<file path="config.mk">
export PLATFORM = sky130hd
export DESIGN_NAME = usb_rx_top
export DESIGN_NICKNAME = d
export VERILOG_FILES = /design/src/usb_line_pkg.sv /design/src/usb_pkt_pkg.sv /design/src/usb_line_rx.sv /design/src/usb_pkt_check.sv /design/src/usb_pkt_out.sv /design/src/usb_rx_top.sv
export SDC_FILE = /design/constraint.sdc
export NUM_CORES = 1
export LEC_CHECK = 0
export BUFFER_PORTS_ARGS = -buffer_cell sky130_fd_sc_hd__buf_2
export CORE_MARGIN = 10
export CORE_UTILIZATION = 55
export CTS_CLUSTER_SIZE = 16
export DETAILED_ROUTE_END_ITERATION = 10
export GPL_ROUTABILITY_DRIVEN = 0
export GPL_TIMING_DRIVEN = 1
export PLACE_DENSITY = 0.71
export SLEW_MARGIN = 25
export SYNTH_ARGS = -nofsm -noshare
export SYNTH_HDL_FRONTEND = slang
export SYNTH_HIERARCHICAL = 1
export SYNTH_SLANG_ARGS = --single-unit
</file>
<file path="constraint.sdc">
create_clock -name clk -period 3.8 [get_ports clk]
set_input_delay 1.14 -clock clk [delete_from_list [all_inputs] [get_ports clk]]
set_output_delay 1.14 -clock clk [all_outputs]
set_load 0.01 [all_outputs]
</file>
<file path="src/usb_line_pkg.sv">
// USB full-speed line level definitions
// decoded D+/D- pair and the fixed bit timing of the 48 MHz receiver

package usb_line_pkg;

  // {D+, D-} as seen by the receiver
  typedef enum logic [1:0] {
    se0 = 2'b00,  // single ended zero
    k   = 2'b01,  // full-speed K
    j   = 2'b10,  // full-speed J, idle
    se1 = 2'b11   // illegal
  } line_state_t;

  // 48 MHz clock over 12 Mbit/s
  localparam int clks_per_bit = 4;

  // clocks from a detected edge to the sample point of that cell
  localparam int sample_delay = clks_per_bit / 2;

endpackage

</file>
<file path="src/usb_pkt_pkg.sv">
// USB packet level definitions
// PID codes, receiver events, output items, packet status and CRC residues

package usb_pkt_pkg;

  // lower nibble of the PID byte
  typedef enum logic [3:0] {
    pid_out   = 4'b0001,
    pid_in    = 4'b1001,
    pid_sof   = 4'b0101,
    pid_setup = 4'b1101,
    pid_data0 = 4'b0011,
    pid_data1 = 4'b1011,
    pid_ack   = 4'b0010,
    pid_nak   = 4'b1010,
    pid_stall = 4'b1110
  } pid_t;

  typedef enum logic [1:0] {
    ev_byte,  // one received byte in data
    ev_eop,   // clean end of packet
    ev_err    // broken line, packet aborted
  } evt_kind_t;

  typedef struct packed {
    evt_kind_t  kind;
    logic [7:0] data;
  } rx_evt_t;

  typedef enum logic [2:0] {
    st_ok,
    st_bad_pid,
    st_bad_len,
    st_bad_crc,
    st_line_err,
    st_overflow
  } pkt_status_t;

  typedef struct packed {
    logic        last;    // closing status item
    logic [7:0]  data;    // zero when last
    pkt_status_t status;  // valid when last
  } item_t;

  // register contents after data plus a correct CRC field
  localparam logic [4:0]  crc5_residue  = 5'b01100;
  localparam logic [15:0] crc16_residue = 16'h800d;

endpackage

</file>
<file path="src/usb_line_rx.sv">
// USB full-speed line receiver
// synchronizes D+/D-, finds SYNC, decodes NRZI, drops stuffed bits and
// reports bytes, end of packet and line errors as one-cycle events

module usb_line_rx (
  input  logic                 clk,
  input  logic                 arst_n,
  input  logic                 usb_p,
  input  logic                 usb_n,
  output usb_pkt_pkg::rx_evt_t evt,
  output logic                 evt_valid
);

  import usb_line_pkg::*;
  import usb_pkt_pkg::*;

  localparam int tick_w = $clog2(clks_per_bit);

  typedef enum logic [2:0] {
    s_reset,  // wait for J
    s_idle,   // wait for the first K of SYNC
    s_sync,
    s_data,
    s_eop,    // counting SE0 cells
    s_error   // wait for SE0
  } rx_state_t;

  logic [2:0]        dp;  // D+ synchronizer
  logic [2:0]        dn;  // D- synchronizer
  line_state_t       line;
  logic              agree;
  logic              line_bad;
  logic              sample;
  logic              nrzi_bit;
  line_state_t       prev;     // symbol of the previous cell
  rx_state_t         state;
  logic [tick_w-1:0] tick;
  logic [2:0]        bit_cnt;  // data bits, or SE0 cells in s_eop
  logic [2:0]        ones;     // run of ones for unstuffing
  logic [7:0]        shift;

  always_ff @(posedge clk or negedge arst_n)
  begin
    if (!arst_n)
    begin
      dp <= '0;
      dn <= '0;
    end
    else
    begin
      dp <= {dp[1:0], usb_p};
      dn <= {dn[1:0], usb_n};
    end
  end

  assign line     = line_state_t'({dp[2], dn[2]});
  assign agree    = (dp[2] == dp[1]) && (dn[2] == dn[1]);  // two samples alike
  assign line_bad = !agree || (line == se1);
  assign sample   = (tick == '0);                          // once per cell
  assign nrzi_bit = (line == prev);                        // no transition is a one

  always_ff @(posedge clk or negedge arst_n)
  begin
    if (!arst_n)
    begin
      state     <= s_reset;
      prev      <= j;
      tick      <= '0;
      bit_cnt   <= '0;
      ones      <= '0;
      shift     <= '0;
      evt       <= '0;
      evt_valid <= 1'b0;
    end
    else
    begin
      evt_valid <= 1'b0;
      tick      <= tick + 1'b1;
      case (state)
        s_reset:
          if (agree && line == j)
            state <= s_idle;
        s_idle:
          if (agree && line == k)
          begin
            state <= s_sync;
            prev  <= j;
            tick  <= tick_w'(clks_per_bit + 1 - sample_delay);  // sample mid cell
          end
          else if (agree && line == se0)
            state <= s_reset;
        s_sync:
          if (sample)
          begin
            if (line_bad || line == se0)
              state <= s_error;  // no packet yet, nothing to report
            else
            begin
              prev <= line;
              if (nrzi_bit)  // closing KK of SYNC
              begin
                state   <= s_data;
                bit_cnt <= '0;
                ones    <= 3'd1;
              end
            end
          end
        s_data:
          if (sample)
          begin
            if (line_bad || (line == se0 && bit_cnt != '0))
            begin
              evt_valid <= 1'b1;
              evt.kind  <= ev_err;
              evt.data  <= '0;
              state     <= s_error;
            end
            else if (line == se0)
            begin
              state   <= s_eop;
              bit_cnt <= 3'd1;
            end
            else
            begin
              prev <= line;
              if (ones == 3'd6)
                ones <= '0;  // stuffed bit
              else
              begin
                shift   <= {nrzi_bit, shift[7:1]};  // LSB first
                ones    <= nrzi_bit ? ones + 1'b1 : '0;
                bit_cnt <= bit_cnt + 1'b1;
                if (bit_cnt == 3'd7)
                begin
                  evt_valid <= 1'b1;
                  evt.kind  <= ev_byte;
                  evt.data  <= {nrzi_bit, shift[7:1]};
                end
              end
            end
          end
        s_eop:
          if (sample)
          begin
            if (agree && line == se0)
              bit_cnt <= 3'd2;
            else if (agree && line == j && bit_cnt == 3'd2)
            begin
              evt_valid <= 1'b1;
              evt.kind  <= ev_eop;
              evt.data  <= '0;
              state     <= s_idle;
            end
            else
            begin
              evt_valid <= 1'b1;
              evt.kind  <= ev_err;
              evt.data  <= '0;
              state     <= s_error;
            end
          end
        s_error:
          if (agree && line == se0)
            state <= s_reset;
        default:
          state <= s_error;
      endcase
    end
  end

endmodule

</file>
<file path="src/usb_pkt_check.sv">
// USB packet checker
// validates PID, length and CRC5/CRC16 of each received packet, forwards
// every byte and closes each packet with one status item

module usb_pkt_check (
  input  logic                 clk,
  input  logic                 arst_n,
  input  usb_pkt_pkg::rx_evt_t evt,
  input  logic                 evt_valid,
  output usb_pkt_pkg::item_t   item,
  output logic                 item_valid
);

  import usb_pkt_pkg::*;

  pid_t        pid_q;
  logic        pid_good_q;  // upper nibble is complement of lower
  logic [2:0]  cnt_q;       // bytes so far, saturating
  logic [4:0]  crc5_q;
  logic [15:0] crc16_q;
  logic        len_ok;
  logic        crc_ok;
  logic        pid_known;
  pkt_status_t status;

  // bits enter LSB first, as on the wire
  function automatic logic [4:0] crc5_step(logic [4:0] crc, logic [7:0] b);
    logic [4:0] c;
    c = crc;
    for (int i = 0; i < 8; i++)
      c = {c[3:0], 1'b0} ^ ((b[i] ^ c[4]) ? 5'h05 : 5'h00);
    return c;
  endfunction

  function automatic logic [15:0] crc16_step(logic [15:0] crc, logic [7:0] b);
    logic [15:0] c;
    c = crc;
    for (int i = 0; i < 8; i++)
      c = {c[14:0], 1'b0} ^ ((b[i] ^ c[15]) ? 16'h8005 : 16'h0000);
    return c;
  endfunction

  always_comb
  begin
    len_ok    = 1'b0;
    crc_ok    = 1'b1;
    pid_known = 1'b1;
    case (pid_q)
      pid_out, pid_in, pid_sof, pid_setup:
      begin
        len_ok = (cnt_q == 3'd3);
        crc_ok = (crc5_q == crc5_residue);
      end
      pid_data0, pid_data1:
      begin
        len_ok = (cnt_q >= 3'd3);  // PID plus CRC16 at least
        crc_ok = (crc16_q == crc16_residue);
      end
      pid_ack, pid_nak, pid_stall:
        len_ok = (cnt_q == 3'd1);
      default:
        pid_known = 1'b0;
    endcase

    if (evt.kind == ev_err)
      status = st_line_err;
    else if (!pid_good_q || !pid_known)
      status = st_bad_pid;
    else if (!len_ok)
      status = st_bad_len;
    else if (!crc_ok)
      status = st_bad_crc;
    else
      status = st_ok;
  end

  always_ff @(posedge clk or negedge arst_n)
  begin
    if (!arst_n)
    begin
      pid_q      <= pid_t'(4'h0);
      pid_good_q <= 1'b0;
      cnt_q      <= '0;
      crc5_q     <= '1;
      crc16_q    <= '1;
      item       <= '0;
      item_valid <= 1'b0;
    end
    else
    begin
      item_valid <= evt_valid;  // one item per event
      if (evt_valid)
      begin
        if (evt.kind == ev_byte)
        begin
          item.last   <= 1'b0;
          item.data   <= evt.data;
          item.status <= st_ok;
          if (cnt_q != 3'd7)
            cnt_q <= cnt_q + 1'b1;
          if (cnt_q == '0)
          begin
            pid_q      <= pid_t'(evt.data[3:0]);
            pid_good_q <= (evt.data[7:4] == ~evt.data[3:0]);
            crc5_q     <= '1;
            crc16_q    <= '1;
          end
          else
          begin
            crc5_q  <= crc5_step(crc5_q, evt.data);
            crc16_q <= crc16_step(crc16_q, evt.data);
          end
        end
        else
        begin
          item.last   <= 1'b1;
          item.data   <= '0;
          item.status <= status;
          cnt_q       <= '0;  // ready for next packet
          pid_good_q  <= 1'b0;
        end
      end
    end
  end

endmodule

</file>
<file path="src/usb_pkt_out.sv">
// Output buffer with four-phase req/ack handshake
// byte slots plus one slot held back for the closing status item

module usb_pkt_out #(
  parameter int fifo_depth = 8
) (
  input  logic               clk,
  input  logic               arst_n,
  input  usb_pkt_pkg::item_t item,
  input  logic               item_valid,
  output usb_pkt_pkg::item_t out_item,
  output logic               req,
  input  logic               ack
);

  import usb_pkt_pkg::*;

  localparam int ptr_w = $clog2(fifo_depth + 1);
  localparam int cnt_w = $clog2(fifo_depth + 2);

  typedef enum logic [1:0] {s_idle, s_wait_ack, s_wait_release} hs_state_t;

  item_t            mem [0:fifo_depth];
  item_t            wr_item;
  logic [ptr_w-1:0] wr_ptr;
  logic [ptr_w-1:0] rd_ptr;
  logic [cnt_w-1:0] count;
  logic             ovf_q;  // bytes lost in current packet
  logic             push;
  logic             pop;
  hs_state_t        hs;

  function automatic logic [ptr_w-1:0] ptr_inc(logic [ptr_w-1:0] p);
    return (p == ptr_w'(fifo_depth)) ? '0 : p + 1'b1;
  endfunction

  always_comb
  begin
    wr_item = item;
    if (item.last && ovf_q)
      wr_item.status = st_overflow;  // overrides any other outcome
  end

  assign push = item_valid && (item.last ? (count != cnt_w'(fifo_depth + 1))
                                         : (count < cnt_w'(fifo_depth)));
  assign pop      = (hs == s_wait_ack) && ack;
  assign out_item = mem[rd_ptr];

  always_ff @(posedge clk)
  begin
    if (push)
      mem[wr_ptr] <= wr_item;
  end

  always_ff @(posedge clk or negedge arst_n)
  begin
    if (!arst_n)
    begin
      wr_ptr <= '0;
      rd_ptr <= '0;
      count  <= '0;
      ovf_q  <= 1'b0;
      hs     <= s_idle;
      req    <= 1'b0;
    end
    else
    begin
      if (push)
        wr_ptr <= ptr_inc(wr_ptr);
      if (pop)
        rd_ptr <= ptr_inc(rd_ptr);
      count <= count + cnt_w'(push) - cnt_w'(pop);

      if (item_valid && item.last)
        ovf_q <= 1'b0;
      else if (item_valid && !push)
        ovf_q <= 1'b1;  // byte dropped

      case (hs)
        s_idle:
          if (count != '0 && !ack)
          begin
            req <= 1'b1;
            hs  <= s_wait_ack;
          end
        s_wait_ack:
          if (ack)
          begin
            req <= 1'b0;
            hs  <= s_wait_release;
          end
        s_wait_release:
          if (!ack)
            hs <= s_idle;
        default:
          hs <= s_idle;
      endcase
    end
  end

endmodule

</file>
<file path="src/usb_rx_top.sv">
// USB full-speed receive path
// line receiver, packet checker and handshaked output buffer

module usb_rx_top #(
  parameter int fifo_depth = 8
) (
  input  logic               clk,
  input  logic               arst_n,
  input  logic               usb_p,
  input  logic               usb_n,
  output usb_pkt_pkg::item_t out_item,
  output logic               req,
  input  logic               ack
);

  import usb_pkt_pkg::*;

  rx_evt_t evt;
  logic    evt_valid;
  item_t   item;
  logic    item_valid;

  usb_line_rx line_rx_i (
    .clk       (clk),
    .arst_n    (arst_n),
    .usb_p     (usb_p),
    .usb_n     (usb_n),
    .evt       (evt),
    .evt_valid (evt_valid)
  );

  usb_pkt_check pkt_check_i (
    .clk        (clk),
    .arst_n     (arst_n),
    .evt        (evt),
    .evt_valid  (evt_valid),
    .item       (item),
    .item_valid (item_valid)
  );

  usb_pkt_out #(
    .fifo_depth (fifo_depth)
  ) pkt_out_i (
    .clk        (clk),
    .arst_n     (arst_n),
    .item       (item),
    .item_valid (item_valid),
    .out_item   (out_item),
    .req        (req),
    .ack        (ack)
  );

endmodule

</file>
==> flow_summary.yaml <==
global_route:
  grt_max_degree: 49
  antenna_found_initial: 0
  grt_use_total_pct: 16.4
  grt_pass1_wl_um: 30300
  overflow: 0
  grt_pass1_vias: 5769
synthesis:
  syn_nets: 754
  yosys_most_used_dff: "edfxtp_1"
  synth_area_sq_um: 9490
  synth_edf_count: 108
  synth.ff_latch_count: 203
  synth_cell_types: 81
  ys_warn_count: 6
  ys_seq_area_share_pct: 59.5
  synthArstFlopShare_pct: 46.8
  syn_inst: 724
  synthesis.area_per_instance_sq_um: 13.1
die:
  ios: 18
  coreArea_sq_um: 16800
  initial_core_util_pct: 56.6
  placementRows: 47
  die_x_um: 151
  die_area_sq_um: 22900
  fp.dieH_um: 151
finish:
  area_growth_syn_to_layout_pct: 11.9
  n_antenna_cell: 0
  layout.nets: 775
  layout-drive-gt1-share_pct: 22.3
  multi_input_area_sq_um: 3530
  layoutNonFillerInstCount: 979
  fillerInstances: 1262
  regArea_sq_um: 5650
sta:
  hold_viol_final: 0
  fin_setup_tns_ns: 0
  finClkSkew_ns: 0.0109
  setup_viol: 0
  fin_crit_sh_pct: 86.6
  fmax_mhz: 304
  drv_slew: 0
  rsz0062_at_grt: "false"
  slew_headroom_pct: 45.9
  worst_slew_pin_slew_ns: 0.804
  period_minus_slack_ns: 3.29
status:
  status: "completed"
routing:
  drt-initial-drc-count: 377
  vias: 5675
  drt-total-wl_um: 18200
  dr.pass1.iters: 4
  wire_per_inst_um: 18.6
  ant_nets: 0
  drc: 0
  routed_via_density: 5.80
clock_tree:
  htreeDepth: 1
  clkSinkCount: 203
  cts.clk_slew.worst_paths_ns: 0.06
  insertion_delay_ns: 0.48
  cts_tree: "built"
  cts_resized: 0
  cts_buffer_depth: 3
  numCtsBuffers: 21
  cts_hold_buf: 0
  cts_setup_buffers: 0
  cts-root-buf: "clkbuf_16"
worst_setup_path:
  cp-start-kind: "flip-flop"
  critPathKind: "reg -> out"
  critical_path.slowest_cell: "dfrtp_1"
  crit_required_ns: 2.66
  crit_chain: "nand2b_1 -> o22ai_1 -> o31ai_2 -> buf_2"
  critPathMaxFanout: 12
  arrival_ns: 2.15
  max_stage_delay_ns: 0.63
  setup.worst_path.end_class: "output port"
place:
  portBuffers: 17
  dpl.hpwl_um: 12300
  dp.cells: 942
pwr:
  p_per_area_nw_per_um2: 710
  irDropWorstVdd_mv: 0.638
  p_leak_nw: 4.30
min_path:
  hp-class: "reg -> reg"
run:
  maxCapViolCount: 0
==> cell families (layout without fill, tap and decap cells) <==
kind of cell	after synthesis	in the layout	share of synthesized area, %
xor+xnor	49	49	4.92
buf+inv	82	117	3.80
simple gates	178	178	9.82
mux	68	68	9.46
flops	203	203	59.5
fa+ha+maj	25	25	3.37
compound gates	119	119	9.13
==> state kept, by name, summed over array words and instances (netlist names), 5 cells and up <==
signal               count
line_rx_i/evt           10
line_rx_i/shift          7
pkt_check_i/crc16_q     16
pkt_check_i/crc5_q       5
pkt_check_i/item        12
pkt_out_i/mem          108
==> layout by cell type (no fill, tap or decap), drive strengths merged, types with 4 or more instances in the layout <==
| master | netlist | layout |
|---|---|---|
| ha | 24 | 24 |
| dfrtp | 73 | 73 |
| bufinv | 0 | 6 |
| nor2b | 4 | 4 |
| a21oi | 26 | 26 |
| clkinv | 0 | 6 |
| mux2 | 45 | 45 |
| buf | 17 | 34 |
| o31ai | 15 | 15 |
| xnor2 | 31 | 31 |
| o21ai | 25 | 25 |
| nor3 | 9 | 9 |
| edfxtp | 108 | 108 |
| o22a | 4 | 4 |
| inv | 46 | 46 |
| nor2 | 45 | 45 |
| mux2i | 11 | 11 |
| and2 | 5 | 5 |
| o22ai | 13 | 13 |
| xor2 | 17 | 17 |
| mux4 | 12 | 12 |
| nand2b | 10 | 10 |
| nand2 | 64 | 64 |
| nor4 | 7 | 7 |
| dfstp | 22 | 22 |
| nor4b | 7 | 7 |
| clkbuf | 19 | 23 |
==> cell type report <==
| type | count | share of cell area [%] |
|---|---|---|
| flip-flops and latches | 203 | 53.2 |
| clock inverters | 14 | 2.06 |
| well taps | 220 | 2.59 |
| clock buffers | 23 | 5.02 |
| inverters | 46 | 1.63 |
| multi-input cells | 439 | 33.3 |
| repair buffers | 34 | 2.26 |
==> Yosys cell counts (3+ instances only) <==
cell type | n | area (sq um)
buf_6 | 4 | 45.0
a21o_1 | 3 | 22.5
buf_2 | 9 | 45.0
a21oi_1 | 25 | 125
clkbuf_1 | 19 | 71.3
ha_1 | 24 | 300
o31ai_2 | 12 | 150
mux4_2 | 12 | 270
nor2_1 | 44 | 165
inv_1 | 45 | 169
and2_1 | 5 | 31.3
xor2_1 | 15 | 131
o22a_1 | 4 | 35.0
dfrtp_1 | 73 | 1830
nor4b_1 | 6 | 52.6
a31oi_1 | 3 | 18.8
nand2b_1 | 10 | 62.6
nand2_1 | 64 | 240
o22ai_1 | 13 | 81.3
nor3_1 | 9 | 45.0
nand4_1 | 3 | 18.8
nand3_1 | 3 | 15.0
dfstp_2 | 22 | 578
mux2i_1 | 11 | 110
nor2b_1 | 4 | 25.0
o21ai_0 | 22 | 110
edfxtp_1 | 108 | 3240
mux2_4 | 3 | 45.0
o211ai_1 | 3 | 22.5
nor4_1 | 7 | 43.8
o31ai_1 | 3 | 22.5
o21ai_1 | 3 | 15.0
xnor2_1 | 30 | 263
mux2_2 | 32 | 360
mux2_1 | 10 | 113
buf_4 | 3 | 22.5
and3b_1 | 3 | 26.3
==> final timing paths <==
kind                                       from            endpoint  slack (ns)  cells after the start
max                         pkt_out_i/rd_ptr[1]        out_item[10]        0.51                      4
min                             line_rx_i/dp[0]     line_rx_i/dp[1]        0.35                      0
max reg2reg                pkt_check_i/item[11]  pkt_out_i/count[2]        1.29                      9
min reg2reg                     line_rx_i/dp[0]     line_rx_i/dp[1]        0.35                      0
max in group asynchronous                arst_n   line_rx_i/prev[1]        2.44                      2
min in group asynchronous                arst_n   line_rx_i/ones[1]        0.67                      1
==> power by group <==
part           internal (W)  total [W]  switching [W]
clock network       0.00142    0.00223       0.000816
logic               0.00104    0.00222        0.00118
registers           0.00273    0.00310       0.000369
total               0.00518    0.00754        0.00237
==> layer usage <==
metal,wire length (um),part of all wire [%],track usage [%]
met1,8040,44,21.7
met2,8960,49,27.1
met3,842,4.6,2.57
met4,374,2.1,5.05
met5,0,0,0
==> worst max-delay path: cells and delay by family (launching register included) <==
kind | cells | cell delay, ns
flip-flops | 1 | 0.63
buffers and inverters | 1 | 0.16
AO/OA/AOI/OAI | 2 | 0.40
AND/OR/NAND/NOR | 1 | 0.46
==> through the flow <==
step,hold slack (ns),area [sq um],setup WS (ns),total power (W),util [%]
after global placement,0.334,9870,1.06,0.00524,58.9
after detailed placement,0.337,9870,0.978,0.00535,58.9
after CTS,0.351,10600,0.480,0.00760,63.4
after floorplan,0.331,9490,1.01,0.00482,-
final,0.348,10600,0.511,0.00754,63.4
after global routing,0.363,10600,0.388,0.00798,63.4
Power figures use the tool's default switching activity.
